$ cat src/include/rv32i_encoding.svh
// one-hot 9-bit decoded classes as the decoder emits them; func3 values follow the rv32i spec
`ifndef RV32I_ENCODING_SVH
`define RV32I_ENCODING_SVH

// decoded instruction classes, one bit each
// --------------------
`define ENCODING_LUI      9'b0_0000_0001
`define ENCODING_AUIPC    9'b0_0000_0010
`define ENCODING_JAL      9'b0_0000_0100  // pc relative jump
`define ENCODING_JALR     9'b0_0000_1000  // register relative jump
`define ENCODING_BRANCH   9'b0_0001_0000  // conditional branch, variant in func3
`define ENCODING_LOAD     9'b0_0010_0000
`define ENCODING_STORE    9'b0_0100_0000
`define ENCODING_OP_IMM   9'b0_1000_0000
`define ENCODING_OP       9'b1_0000_0000

// branch func3 values
// --------------------
`define RV32I_FUNC3_BRANCH_BEQ   3'b000
`define RV32I_FUNC3_BRANCH_BNE   3'b001
`define RV32I_FUNC3_BRANCH_BLT   3'b100  // signed
`define RV32I_FUNC3_BRANCH_BGE   3'b101  // signed
`define RV32I_FUNC3_BRANCH_BLTU  3'b110
`define RV32I_FUNC3_BRANCH_BGEU  3'b111
// 3'b010 and 3'b011 are reserved for branches

`endif

$ cat src/rtl/branch_pkg.sv
// widths fixed by rv32i; exception bit positions and apb offsets must match software's view
package branch_pkg;

	// widths
	// --------------------
	typedef logic [31:0] xlen_t;        // operand / data word
	typedef logic [31:0] addr_t;        // byte address of an instruction
	typedef logic [8:0]  encoding_t;    // decoded instruction class, see rv32i_encoding.svh
	typedef logic [2:0]  func3_t;       // branch variant field
	typedef logic [3:0]  exc_t;         // exception vector, one bit per cause
	typedef logic [7:0]  apb_addr_t;    // apb register offset

	// exception bit positions inside exc_t
	// --------------------
	localparam int EXC_FUNC3          = 3;  // branch with func3 outside the six known
	localparam int EXC_MISPREDICT     = 2;  // fetch placed the wrong next address
	localparam int EXC_WORD_MISALIGN  = 1;  // target bit 1 set
	localparam int EXC_HWORD_MISALIGN = 0;  // target bit 0 set

	// address arithmetic
	// --------------------
	localparam addr_t INSTR_BYTES      = 32'd4;          // no compressed instructions here
	localparam addr_t JALR_TARGET_MASK = 32'hffff_fffe;  // isa clears bit 0 of a jalr target

	// apb register map
	// --------------------
	localparam apb_addr_t REG_CTRL           = 8'h00;  // rw, bit n enables exception bit n
	localparam apb_addr_t REG_STATUS         = 8'h04;  // sticky causes, write one to clear
	localparam apb_addr_t REG_REDIRECT_COUNT = 8'h08;  // ro, any write clears
	localparam apb_addr_t REG_TRAP_ADDR      = 8'h0c;  // ro, pc of the last trap

	// register reset values
	// --------------------
	localparam exc_t  CTRL_RESET           = 4'hf;   // every exception enabled out of reset
	localparam exc_t  STATUS_RESET         = 4'h0;
	localparam xlen_t REDIRECT_COUNT_RESET = 32'd0;
	localparam addr_t TRAP_ADDR_RESET      = 32'd0;

endpackage

$ cat src/rtl/branch_result_if.sv
// there is no handshake so the sink must consume every cycle in which valid is high
`timescale 1ns/1ps

interface branch_result_if;

	logic                 valid;   // instruction present this cycle
	logic                 jump;    // jal, jalr or known branch and only meaningful with valid
	logic                 linked;  // jal or jalr whose link carries a writeback value
	branch_pkg::addr_t    target;  // resolved next pc of the instruction
	branch_pkg::addr_t    link;    // pc + 4 for jumps and zero for branches
	branch_pkg::exc_t     exc;     // raw exception vector before masking
	branch_pkg::addr_t    pc;      // address of the instruction itself

	// generator side
	modport source (
		output valid, jump, linked, target, link, exc, pc
	);

	// resolve stage side
	modport sink (
		input valid, jump, linked, target, link, exc, pc
	);

endinterface

$ cat src/rtl/branch_csr_apb.sv
// apb3 slave with pready tied high; unmapped offsets answer pslverr and trap address writes are ignored
`timescale 1ns/1ps

module branch_csr_apb (
	input  logic                  clk_i,
	input  logic                  reset_i,
	input  logic                  psel_i,
	input  logic                  penable_i,
	input  logic                  pwrite_i,
	input  branch_pkg::apb_addr_t paddr_i,
	input  branch_pkg::xlen_t     pwdata_i,
	output branch_pkg::xlen_t     prdata_o,
	output logic                  pready_o,
	output logic                  pslverr_o,
	output branch_pkg::exc_t      exc_enable_o,
	input  logic                  redirect_event_i,  // one pulse per redirect
	input  logic                  trap_event_i,      // one pulse per trap
	input  branch_pkg::exc_t      trap_cause_i,
	input  branch_pkg::addr_t     trap_pc_i
);

	branch_pkg::exc_t  ctrl_q;
	branch_pkg::exc_t  status_q;
	branch_pkg::xlen_t count_q;
	branch_pkg::addr_t trap_addr_q;
	logic              access;     // second apb cycle
	logic              wr_en;
	logic              sel_ctrl;
	logic              sel_status;
	logic              sel_count;
	logic              sel_trap;
	branch_pkg::exc_t  status_clr;  // w1c mask
	branch_pkg::exc_t  status_set;  // hardware set

	// address decode
	// --------------------
	assign access     = psel_i && penable_i;
	assign wr_en      = access && pwrite_i;  // lands on the edge ending the access phase
	assign sel_ctrl   = (paddr_i == branch_pkg::REG_CTRL);
	assign sel_status = (paddr_i == branch_pkg::REG_STATUS);
	assign sel_count  = (paddr_i == branch_pkg::REG_REDIRECT_COUNT);
	assign sel_trap   = (paddr_i == branch_pkg::REG_TRAP_ADDR);

	assign pready_o  = 1'b1;  // no wait states
	assign pslverr_o = access && !(sel_ctrl || sel_status || sel_count || sel_trap);

	// registers
	// --------------------
	assign status_clr = (wr_en && sel_status) ? pwdata_i[3:0] : '0;
	assign status_set = trap_event_i ? trap_cause_i : '0;

	always_ff @(posedge clk_i) begin
		if (reset_i) begin
			ctrl_q      <= branch_pkg::CTRL_RESET;
			status_q    <= branch_pkg::STATUS_RESET;
			count_q     <= branch_pkg::REDIRECT_COUNT_RESET;
			trap_addr_q <= branch_pkg::TRAP_ADDR_RESET;
		end else begin
			if (wr_en && sel_ctrl) begin
				ctrl_q <= pwdata_i[3:0];  // upper bits ignored
			end
			status_q <= (status_q & ~status_clr) | status_set;  // set beats clear
			if (wr_en && sel_count) begin
				count_q <= branch_pkg::REDIRECT_COUNT_RESET;  // any write clears
			end else if (redirect_event_i && (count_q != '1)) begin
				count_q <= count_q + 32'd1;  // saturates at all ones
			end
			if (trap_event_i) begin
				trap_addr_q <= trap_pc_i;  // last trap only
			end
		end
	end

	assign exc_enable_o = ctrl_q;

	// read mux returns zero for unmapped offsets
	always_comb begin
		prdata_o = '0;
		if (sel_ctrl)   prdata_o = {28'd0, ctrl_q};
		if (sel_status) prdata_o = {28'd0, status_q};
		if (sel_count)  prdata_o = count_q;
		if (sel_trap)   prdata_o = trap_addr_q;
	end

	// the access phase always follows a selected setup phase
	penable_needs_psel_a: assert property (@(posedge clk_i) disable iff (reset_i)
		penable_i |-> psel_i);

endmodule

$ cat src/rtl/branch_resolve_stage.sv
// one result per cycle, no stall; outputs appear exactly one cycle after the result
`timescale 1ns/1ps

module branch_resolve_stage (
	input  logic              clk_i,
	input  logic              reset_i,
	branch_result_if.sink     res,
	input  branch_pkg::exc_t  exc_enable_i,      // from ctrl register
	output logic              redirect_valid_o,  // one-cycle pulse to fetch
	output branch_pkg::addr_t redirect_addr_o,
	output logic              link_valid_o,      // writeback request for jal/jalr
	output branch_pkg::xlen_t link_o,
	output logic              trap_o,            // one-cycle pulse
	output branch_pkg::exc_t  trap_cause_o,      // masked cause, zero when no trap
	output branch_pkg::addr_t trap_pc_o
);

	branch_pkg::exc_t masked;     // causes that software has enabled
	branch_pkg::exc_t trap_bits;  // enabled causes that trap
	logic             trap_hit;
	logic             redirect_hit;
	logic             link_hit;

	// decision
	// --------------------
	always_comb begin
		masked    = res.exc & exc_enable_i;
		trap_bits = masked;
		trap_bits[branch_pkg::EXC_MISPREDICT] = 1'b0;  // mispredict redirects, never traps
	end

	assign trap_hit     = res.valid && (|trap_bits);
	assign redirect_hit = res.valid && !trap_hit
		&& masked[branch_pkg::EXC_MISPREDICT];  // trap wins over redirect
	assign link_hit     = res.valid && res.jump && res.linked && !trap_hit;

	// control flops
	always_ff @(posedge clk_i) begin
		if (reset_i) begin
			redirect_valid_o <= 1'b0;
			link_valid_o     <= 1'b0;
			trap_o           <= 1'b0;
			trap_cause_o     <= '0;
		end else begin
			redirect_valid_o <= redirect_hit;
			link_valid_o     <= link_hit;
			trap_o           <= trap_hit;
			trap_cause_o     <= trap_hit ? masked : '0;  // includes mispredict bit if set
		end
	end

	// payload flops, qualified by the control bits above
	always_ff @(posedge clk_i) begin
		redirect_addr_o <= res.target;
		link_o          <= res.link;
		trap_pc_o       <= res.pc;
	end

	// trap and redirect are exclusive per instruction, and one instruction per cycle
	trap_redirect_excl_a: assert property (@(posedge clk_i)
		!(trap_o && redirect_valid_o));

	// no stale pulse may leak past reset into fetch or the csr block
	reset_quiet_a: assert property (@(posedge clk_i)
		reset_i |=> (!trap_o && !redirect_valid_o));

endmodule

$ cat src/rtl/branch_unit_top.sv
// rv32i branch resolution, one instruction per cycle, results one cycle after valid_i
`timescale 1ns/1ps

module branch_unit_top (
	input  logic                  clk_i,
	input  logic                  reset_i,
	input  logic                  valid_i,
	input  branch_pkg::encoding_t encoding_i,
	input  branch_pkg::func3_t    func3_i,
	input  branch_pkg::addr_t     instruction_addr_i,
	input  branch_pkg::addr_t     instruction_next_addr_i,
	input  branch_pkg::xlen_t     src1_operand_i,
	input  branch_pkg::xlen_t     src2_operand_i,
	input  branch_pkg::xlen_t     immediate_i,
	// apb
	input  logic                  psel_i,
	input  logic                  penable_i,
	input  logic                  pwrite_i,
	input  branch_pkg::apb_addr_t paddr_i,
	input  branch_pkg::xlen_t     pwdata_i,
	output branch_pkg::xlen_t     prdata_o,
	output logic                  pready_o,
	output logic                  pslverr_o,
	// resolved outputs
	output logic                  redirect_valid_o,
	output branch_pkg::addr_t     redirect_addr_o,
	output logic                  link_valid_o,
	output branch_pkg::xlen_t     link_o,
	output logic                  trap_o,
	output branch_pkg::exc_t      trap_cause_o
);

	branch_result_if   res ();  // generator to stage
	branch_pkg::exc_t  exc_enable;
	branch_pkg::addr_t trap_pc;

	target_address_generator u_gen (
		.encoding_i              (encoding_i),
		.instruction_addr_i      (instruction_addr_i),
		.instruction_next_addr_i (instruction_next_addr_i),
		.func3_i                 (func3_i),
		.src1_operand_i          (src1_operand_i),
		.src2_operand_i          (src2_operand_i),
		.immediate_i             (immediate_i),
		.valid_i                 (valid_i),
		.res                     (res.source)
	);

	branch_resolve_stage u_stage (
		.clk_i            (clk_i),
		.reset_i          (reset_i),
		.res              (res.sink),
		.exc_enable_i     (exc_enable),
		.redirect_valid_o (redirect_valid_o),
		.redirect_addr_o  (redirect_addr_o),
		.link_valid_o     (link_valid_o),
		.link_o           (link_o),
		.trap_o           (trap_o),
		.trap_cause_o     (trap_cause_o),
		.trap_pc_o        (trap_pc)
	);

	branch_csr_apb u_csr (
		.clk_i            (clk_i),
		.reset_i          (reset_i),
		.psel_i           (psel_i),
		.penable_i        (penable_i),
		.pwrite_i         (pwrite_i),
		.paddr_i          (paddr_i),
		.pwdata_i         (pwdata_i),
		.prdata_o         (prdata_o),
		.pready_o         (pready_o),
		.pslverr_o        (pslverr_o),
		.exc_enable_o     (exc_enable),
		.redirect_event_i (redirect_valid_o),  // stage pulses feed the counters
		.trap_event_i     (trap_o),
		.trap_cause_i     (trap_cause_o),
		.trap_pc_i        (trap_pc)
	);

endmodule

$ cat src/rtl/target_address_generator.sv
// purely combinational, rv32i only (no compressed), so both misalignment bits are reported
`timescale 1ns/1ps
`include "rv32i_encoding.svh"

module target_address_generator (
	input  branch_pkg::encoding_t encoding_i,
	input  branch_pkg::addr_t     instruction_addr_i,       // pc of the instruction
	input  branch_pkg::addr_t     instruction_next_addr_i,  // pc fetch already sent down the pipe
	input  branch_pkg::func3_t    func3_i,
	input  branch_pkg::xlen_t     src1_operand_i,
	input  branch_pkg::xlen_t     src2_operand_i,
	input  branch_pkg::xlen_t     immediate_i,              // already a byte offset
	input  logic                  valid_i,
	branch_result_if.source       res
);

	branch_pkg::addr_t pc_plus_imm;  // jal and taken branch target
	branch_pkg::addr_t pc_plus_4;    // link and fall-through
	branch_pkg::addr_t reg_target;   // jalr target before bit 0 clear
	logic              jump;
	logic              linked;
	logic              taken;        // branch comparison result
	logic              func3_bad;    // branch variant unknown
	branch_pkg::addr_t target;
	branch_pkg::addr_t link;
	branch_pkg::exc_t  exc;

	// shared adders
	// --------------------
	assign pc_plus_imm = instruction_addr_i + immediate_i;
	assign pc_plus_4   = instruction_addr_i + branch_pkg::INSTR_BYTES;
	assign reg_target  = src1_operand_i + immediate_i;

	// class and variant decode
	// --------------------
	always_comb begin
		jump      = 1'b0;  // defaults, non control-flow classes leave all zero
		linked    = 1'b0;
		taken     = 1'b0;
		func3_bad = 1'b0;
		target    = '0;
		link      = '0;
		case (encoding_i)
			`ENCODING_JAL: begin
				jump   = 1'b1;
				linked = 1'b1;
				target = pc_plus_imm;  // pc relative
				link   = pc_plus_4;    // return address
			end
			`ENCODING_JALR: begin
				jump   = 1'b1;
				linked = 1'b1;
				target = reg_target & branch_pkg::JALR_TARGET_MASK;  // lsb forced low
				link   = pc_plus_4;
			end
			`ENCODING_BRANCH: begin
				jump = 1'b1;  // cleared again below for unknown variants
				case (func3_i)
					`RV32I_FUNC3_BRANCH_BEQ:  taken = (src1_operand_i == src2_operand_i);
					`RV32I_FUNC3_BRANCH_BNE:  taken = (src1_operand_i != src2_operand_i);
					`RV32I_FUNC3_BRANCH_BLT:  taken = ($signed(src1_operand_i) <  $signed(src2_operand_i));
					`RV32I_FUNC3_BRANCH_BGE:  taken = ($signed(src1_operand_i) >= $signed(src2_operand_i));
					`RV32I_FUNC3_BRANCH_BLTU: taken = (src1_operand_i <  src2_operand_i);
					`RV32I_FUNC3_BRANCH_BGEU: taken = (src1_operand_i >= src2_operand_i);  // isa rule
					default: begin
						jump      = 1'b0;  // not a real branch, only the func3 cause
						func3_bad = 1'b1;
					end
				endcase
				if (jump) begin
					target = taken ? pc_plus_imm : pc_plus_4;  // fall-through when not taken
				end
			end
			default: begin
				jump = 1'b0;  // no control flow
			end
		endcase
	end

	// exception vector
	// --------------------
	always_comb begin
		exc = '0;
		exc[branch_pkg::EXC_FUNC3]          = func3_bad;
		exc[branch_pkg::EXC_MISPREDICT]     = jump && (target != instruction_next_addr_i);
		exc[branch_pkg::EXC_WORD_MISALIGN]  = jump && target[1];
		exc[branch_pkg::EXC_HWORD_MISALIGN] = jump && target[0];  // never for jalr
	end

	// result to the resolve stage
	assign res.valid  = valid_i;  // straight through, stage consumes every cycle
	assign res.jump   = jump;
	assign res.linked = linked;
	assign res.target = target;
	assign res.link   = link;
	assign res.exc    = exc;
	assign res.pc     = instruction_addr_i;

	// a live jump must never hand an unknown target to the registered stage
	always_comb begin
		if (valid_i && jump) begin
			assert (!$isunknown(target))
				else $error("target_address_generator: unknown target on valid jump");
		end
	end

endmodule

$ cat config.mk
export PLATFORM = sky130hd
export DESIGN_NAME = branch_unit_top
export DESIGN_NICKNAME = d
export VERILOG_FILES = /design/src/rtl/branch_pkg.sv /design/src/rtl/branch_result_if.sv /design/src/rtl/branch_csr_apb.sv /design/src/rtl/branch_resolve_stage.sv /design/src/rtl/branch_unit_top.sv /design/src/rtl/target_address_generator.sv
export VERILOG_INCLUDE_DIRS = /design/src /design/src/include
export SDC_FILE = /design/constraint.sdc
export NUM_CORES = 1
export LEC_CHECK = 0
export BUFFER_PORTS_ARGS = -buffer_cell sky130_fd_sc_hd__buf_4
export CAP_MARGIN = 5
export CORE_MARGIN = 4
export CORE_UTILIZATION = 49
export DETAILED_ROUTE_END_ITERATION = 16
export GPL_TIMING_DRIVEN = 0
export PLACE_DENSITY_LB_ADDON = 0.12
export SETUP_SLACK_MARGIN = 0.1
export SLEW_MARGIN = 20
export SYNTH_ARGS = -nofsm -noshare
export SYNTH_HDL_FRONTEND = slang
export SYNTH_HIERARCHICAL = 1
export SYNTH_SLANG_ARGS = --single-unit
export TNS_END_PERCENT = 20
$ cat constraint.sdc
create_clock -name clk_i -period 4.68 [get_ports clk_i]
set_clock_uncertainty 0.15 [all_clocks]
set_input_delay 0.936 -clock clk_i [delete_from_list [all_inputs] [get_ports clk_i]]
set_output_delay 0.936 -clock clk_i [all_outputs]
set_load 0.05 [all_outputs]
Yosys cells after proc, flatten, opt, wreduce, memory -nomap -nowiden --
Index checks and enable logic that the tools add are counted. Widths: inputs -> output; s select.
Word-level totals: input port bits 218, word-level logic and storage cells 84, bits in registers 175, output and inout bits 105
Operators by class: add/subtract/negate cells 4, magnitude comparators 4, reductions and logical operators 28, muxes and demuxes 17, equality and inequality tests 15, bitwise gates (word level) 5
Operators by type and width (count):
- $mux 32 | 4
- $pmux 32 s3 | 1
- $add 32x32->32 | 2
- $ge 32x32->1 | 2
- $lt 32x32->1 | 2
- $ne 32x32->1 | 2
- $add 32x1->32 const B | 1
- $add 32x3->32 const B | 1
- $eq 32x32->1 | 1
- $ne 32x32->1 const B | 1
- $eq 8x4->1 const B | 2
- $logic_and 1x1->1 | 16
- $mux 4 | 4
- $eq 3x3->1 const B | 4
- $eq 9x3->1 const B | 1
- $eq 9x4->1 const B | 1
- $eq 9x5->1 const B | 1
- $and 4x4->4 | 2
- $eq 8x3->1 const B | 1
- $logic_not 8->1 | 1
- $mux 1 | 6
- $pmux 1 s6 | 1
- $reduce_or 2->1 | 3
- $reduce_or 6->1 | 1
- other kinds (9) | 12

Depth between registers and ports, before layout --
word-level depth 14, mapped depth 20

Modules after synthesis --
The synthesis kept the hierarchy.
Modules (own cells, without submodules):
- target_address_generator | instances 1, area an instance 6419.9 µm², cells an instance 925
- branch_csr_apb | instances 1, area an instance 3473.3 µm², cells an instance 384
- branch_resolve_stage | instances 1, area an instance 2134.5 µm², cells an instance 114

Least setup slack after synthesis --
OpenSTA, ideal clock, no wires.
kind input -> register, from in instruction_addr_i[0], to reg u_stage.redirect_valid_o, buffers on the path 0, data required time 4.414 ns, setup time 0.116 ns, slack 0.082 ns, data arrival time 4.332 ns, cell stages on the path 16, cell sequence ha_1 -> fa_1 -> a21o_1 -> a221o_1 -> o2bb2ai_1 -> a41o_1 -> a21oi_1 -> nor2_1 -> o31a_1 -> a221o_1 -> xor2_1 -> a2111oi_2 -> nand4_1 -> nor4_1 -> a41oi_1 -> and4_1
On the way: elaborated cells between the ends (all ways) 15
RTL lines:
- start: declaration | line branch_unit_top.sv:10 | input branch_pkg::addr_t instruction_addr_i,
- $add 32x3->32 or $add 32x32->32 (tied branches) | line target_address_generator.sv:31, target_address_generator.sv:30
- $mux 32 | line target_address_generator.sv:71 | target = taken ? pc_plus_imm : pc_plus_4;
- $mux 32 | line target_address_generator.sv:70 | if (jump) begin
- $pmux 32 s3 * | line target_address_generator.sv:43 | case (encoding_i)
- net res.target[20] | line branch_result_if.sv:9 | branch_pkg::addr_t target;
- $ne 32x32->1 * | line target_address_generator.sv:85 | exc[branch_pkg::EXC_MISPREDICT] = jump && (target != instruction_next_addr_i);
- $logic_and 1x1->1 * | line target_address_generator.sv:85
- net res.exc[2] | line branch_result_if.sv:11 | branch_pkg::exc_t exc;
- $and 4x4->4 * | line branch_resolve_stage.sv:27 | masked = res.exc & exc_enable_i;
- $logic_and 1x1->1 * | line branch_resolve_stage.sv:34 | && masked[branch_pkg::EXC_MISPREDICT];
- end signal: assignment | line branch_resolve_stage.sv:45 | redirect_valid_o <= redirect_hit;
- end: declaration | line branch_resolve_stage.sv:9 | output logic redirect_valid_o,
Mark *: on every way through the listed nets, which the timed path passes. The rest lies on a longest branch. A chain may end at the register's enable or synchronous reset.

Worst setup path in the final report --
from in src1_operand_i[30], to reg u_stage.redirect_valid_o
On the way: elaborated cells between the ends (all ways) 22
RTL lines:
- start: declaration | line branch_unit_top.sv:12 | input branch_pkg::xlen_t src1_operand_i,
- $ge 32x32->1 (tied with other cells) | line target_address_generator.sv:64 | `RV32I_FUNC3_BRANCH_BGEU: taken = (src1_operand_i >= src2_operand_i);
- $pmux 1 s6 * | line target_address_generator.sv:58 | case (func3_i)
- $mux 1 * | line target_address_generator.sv:43
- $mux 32 * | line target_address_generator.sv:71
- $mux 32 * | line target_address_generator.sv:70
- $pmux 32 s3 * | line target_address_generator.sv:43
- net res.target[6] | line branch_result_if.sv:9
- $ne 32x32->1 * | line target_address_generator.sv:85
- $logic_and 1x1->1 * | line target_address_generator.sv:85
- net res.exc[2] | line branch_result_if.sv:11
- $and 4x4->4 * | line branch_resolve_stage.sv:27
- $logic_and 1x1->1 * | line branch_resolve_stage.sv:34
Mark *: on every way through the listed nets, which the timed path passes. The rest lies on a longest branch. The select of a mux whose other input is x is not followed.

==> results.py <==
metrics = {
    "power": {
        "fin_total_pwr_uw": 4168,
        "power_density_mw_per_mm2": 253.8,
        "power.leakage_uw": 0.007035,
        "irDropWorstVdd_mv": 0.2399,
    },
    "detailed_routing": {
        "vias_per_cell": 5.930,
        "drt_iter0_markers": 1146,
        "firstDrtPassIters": 6,
        "antenna_left": 0,
        "routed-wl-met3_um": 3687,
        "wl_per_cell_um": 20.68,
        "drc": 0,
        "drt-met1-wl_um": 17160,
        "wl_met2_um": 20530,
        "highest_layer": "met4",
        "wirelength_um": 43510,
        "vias": 12480,
    },
    "cts": {
        "cts_made_buffers": 17,
        "ctsHoldBuffers": 0,
        "clockRootBuffer": "clkbuf_16",
        "clkSinkCount": 175,
        "h-tree-depth": 4,
        "ctsLongestPathBuffers": 2,
        "path_clk_slew_ns": 0.07,
        "cts_tree": "yes",
        "clock_latency_ns": 0.43,
    },
    "placed_design": {
        "placed_cells": 2037,
        "hpwl_um": 34540,
        "gp_congestion": 1.023,
        "numPortBuffers": 290,
    },
    "sta": {
        "fin_setup_tns_ns": -0.4448,
        "fin_ws_ns": -0.2271,
        "rsz0062_at_grt": "yes",
        "hold_viol": 0,
        "slew_headroom": 0.2278,
        "fin_crit_sh": 1.049,
        "tightestPinTransition_ns": 1.158,
        "final-setup-viol-count": 2,
        "fmaxAchievable_ghz": 0.2038,
        "slew_viol_final": 0,
        "finalCriticalPeriod_ns": 4.907,
    },
    "die": {
        "dieWidth_um": 164.7,
        "ioPinCount": 323,
        "dieArea_mm2": 0.02712,
        "coreArea_mm2": 0.02425,
        "die_y_um": 164.7,
        "start_util": 0.4960,
        "std_cell_rows": 57,
    },
    "grt": {
        "grt_max_degree": 17,
        "grt-ovfl-total": 0,
        "grt_usage": 0.3069,
        "grt_pass1_vias": 12120,
        "grt_pass1_wl_um": 64890,
        "antenna_found_initial": 1,
    },
    "logic_synthesis": {
        "synth_flop_cell": "dfxtp_1",
        "ys_async_sr_fraction": 0,
        "ys_seq_elements": 175,
        "synth_edf_count": 0,
        "synth_cells": 1423,
        "syn-cell-area_mm2": 0.01203,
        "synth_seq_area_share": 0.2913,
        "ys_types": 83,
        "ys_warn_count": 6,
        "syn_area_per_cell_um2": 8.452,
        "syn_nets": 1738,
    },
    "finish": {
        "drive_above_1_share": 0.2962,
        "final_common_cell": "buf_4",
        "final_cells": 2104,
        "final_cell_mix": "buf_4 (347), dfxtp_1 (175), nor2_1 (128)",
        "fin_util": 0.6771,
        "syn_to_final_growth_pct": 36.51,
        "final_nets": 2081,
    },
    "setup_path": {
        "cp-start-kind": "primary input",
        "end_kind": "register",
        "regToRegSetupSlack_ns": 1.52,
        "crit_family": "simple AND/OR/NAND/NOR gates",
        "crit_path_max_incr_delay_ns": 0.55,
        "cp.arrival_ns": 5.07,
        "reg2reg_depth": 6,
        "path_cells": "buf_8 -> ha_4 -> nand4_1 -> and4bb_4 -> o211ai_1 -> nand4_4 -> nor3_4 -> or4_4 -> buf_6 -> buf_6 -> a31oi_2 -> o31ai_4 -> xor2_1 -> nor4_2 -> nand4_1 -> nor4_2 -> a41oi_2 -> and4_1",
        "crit_fanout": 10,
        "crit_required_ns": 4.84,
        "r2r-end": "u_csr/count_q[13]",
        "timing.rr.start": "u_csr/count_q[0]",
        "critical_path_buf_inv_count": 3,
        "crit_path_top_delay_cell": "or4_4",
        "path_class": "primary input to register",
    },
    "hold_path": {
        "holdPathStages": 2,
        "min_to": "u_csr/trap_addr_q[9]",
        "min_path_type": "register to register",
        "hp-start": "u_stage/trap_pc_o[9]",
    },
    "outcome": {
        "status": "finished with violations",
        "violations": "setup timing",
    },
    "run": {
        "maxCapViolCount": 0,
    },
}
flip-flops by register name, summed over array words and instances (netlist names), 4 cells and up:
register,flops
u_csr/exc_enable_o,4
u_csr/trap_addr_q,32
u_csr/status_q,4
u_csr/count_q,32
u_stage/link_o,32
u_stage/trap_pc_o,32
u_stage/trap_cause_o,4
u_stage/redirect_addr_o,32
cell usage after synthesis, drive strengths merged, types with 31 or more instances:
cell type | instances | share of area
dfxtp | 175 | 0.29
nor2 | 128 | 0.040
nand2 | 97 | 0.030
ha | 95 | 0.099
a21oi | 83 | 0.035
xnor2 | 70 | 0.051
inv | 64 | 0.020
xor2 | 62 | 0.045
buf | 51 | 0.030
o21ai | 50 | 0.021
nand3 | 45 | 0.020
mux2i | 40 | 0.033
clkbuf | 39 | 0.012
a22o | 32 | 0.023
nand4 | 31 | 0.018
layer usage:
layer,GRT usage,vias to the layer above
li1,-,5905
met4,0.1565,0
met3,0.05316,111
met2,0.5112,636
met5,0,-
met1,0.3814,5824
what timing repair did:
action,4_1_cts,5_1_grt
endpoints found under the hold margin,0,0
gates resized for setup,113,42
pin swaps,42,20
endpoints found under the setup margin,14,18
setup buffers,26,7
gates cloned,1,0
cell type report:
cell class,instances,area (um^2)
Clock inverter,13,197.7
Multi-Input combinational cell,1094,8531
Timing Repair Buffer,324,2509
Sequential cell,175,3503
Clock buffer,19,452.9
Buffer,90,565.5
Antenna cell,1,2.502
Tap cell,324,405.4
Inverter,64,252.7
Fill cell,2038,7829
worst register-to-register path, cell delays in order, from the launching register on:
cell,delay [ns]
dfxtp_1,0.47
ha_1,0.27
nand3_1,0.16
nor4_1,0.86
clkbuf_1,0.46
a31oi_1,0.32
a311oi_1,0.37
report_power, final:
group          leakage (uW)  switching [uW]  internal (uW)  total, uW
combinational       0.00530             611            484       1090
clock              0.000314             626            936       1560
sequential          0.00142            5.10           1510       1510
total               0.00704            1240           2930       4170
how the worst max path moves through the flow:
stage | endpoint | slack [ns] | startpoint | depth (start not counted)
floorplan | u_stage/redirect_valid_o | 0.11 | src2_operand_i[23] | 17
global route | u_stage/redirect_valid_o | -0.32 | src2_operand_i[6] | 19
finish | u_stage/redirect_valid_o | -0.23 | src1_operand_i[30] | 18
detailed placement | u_stage/redirect_valid_o | -1.66 | src1_operand_i[31] | 17
CTS | u_stage/redirect_valid_o | -0.15 | src1_operand_i[31] | 17
global placement | u_stage/redirect_valid_o | -1.62 | src1_operand_i[31] | 17
cells by family (layout without fill, tap and decap cells):
family	Yosys count	count (layout)	share of synthesized area
muxes	44	44	0.04078
AOI/OAI and AO/OA	355	355	0.2078
adders and majority gates	97	97	0.1022
DFF	175	175	0.2913
and+or+nand+nor	465	465	0.1994
other	1	2	0.0003118
buffers and inverters	154	510	0.06210
xor gates and xnor gates	132	132	0.09612
through the flow:
step | instance area (um^2) | worst slack (ns) | hold WS (ns)
global route | 16420 | -0.3243 | 0.3477
finish | 16420 | -0.2271 | 0.3148
CTS | 16130 | -0.1514 | 0.3190
global placement | 14630 | -1.619 | 0.2964
floorplan | 12050 | 0.1084 | 0.2825
detailed placement | 14640 | -1.658 | 0.3028
Power figures use the tool's default switching activity.
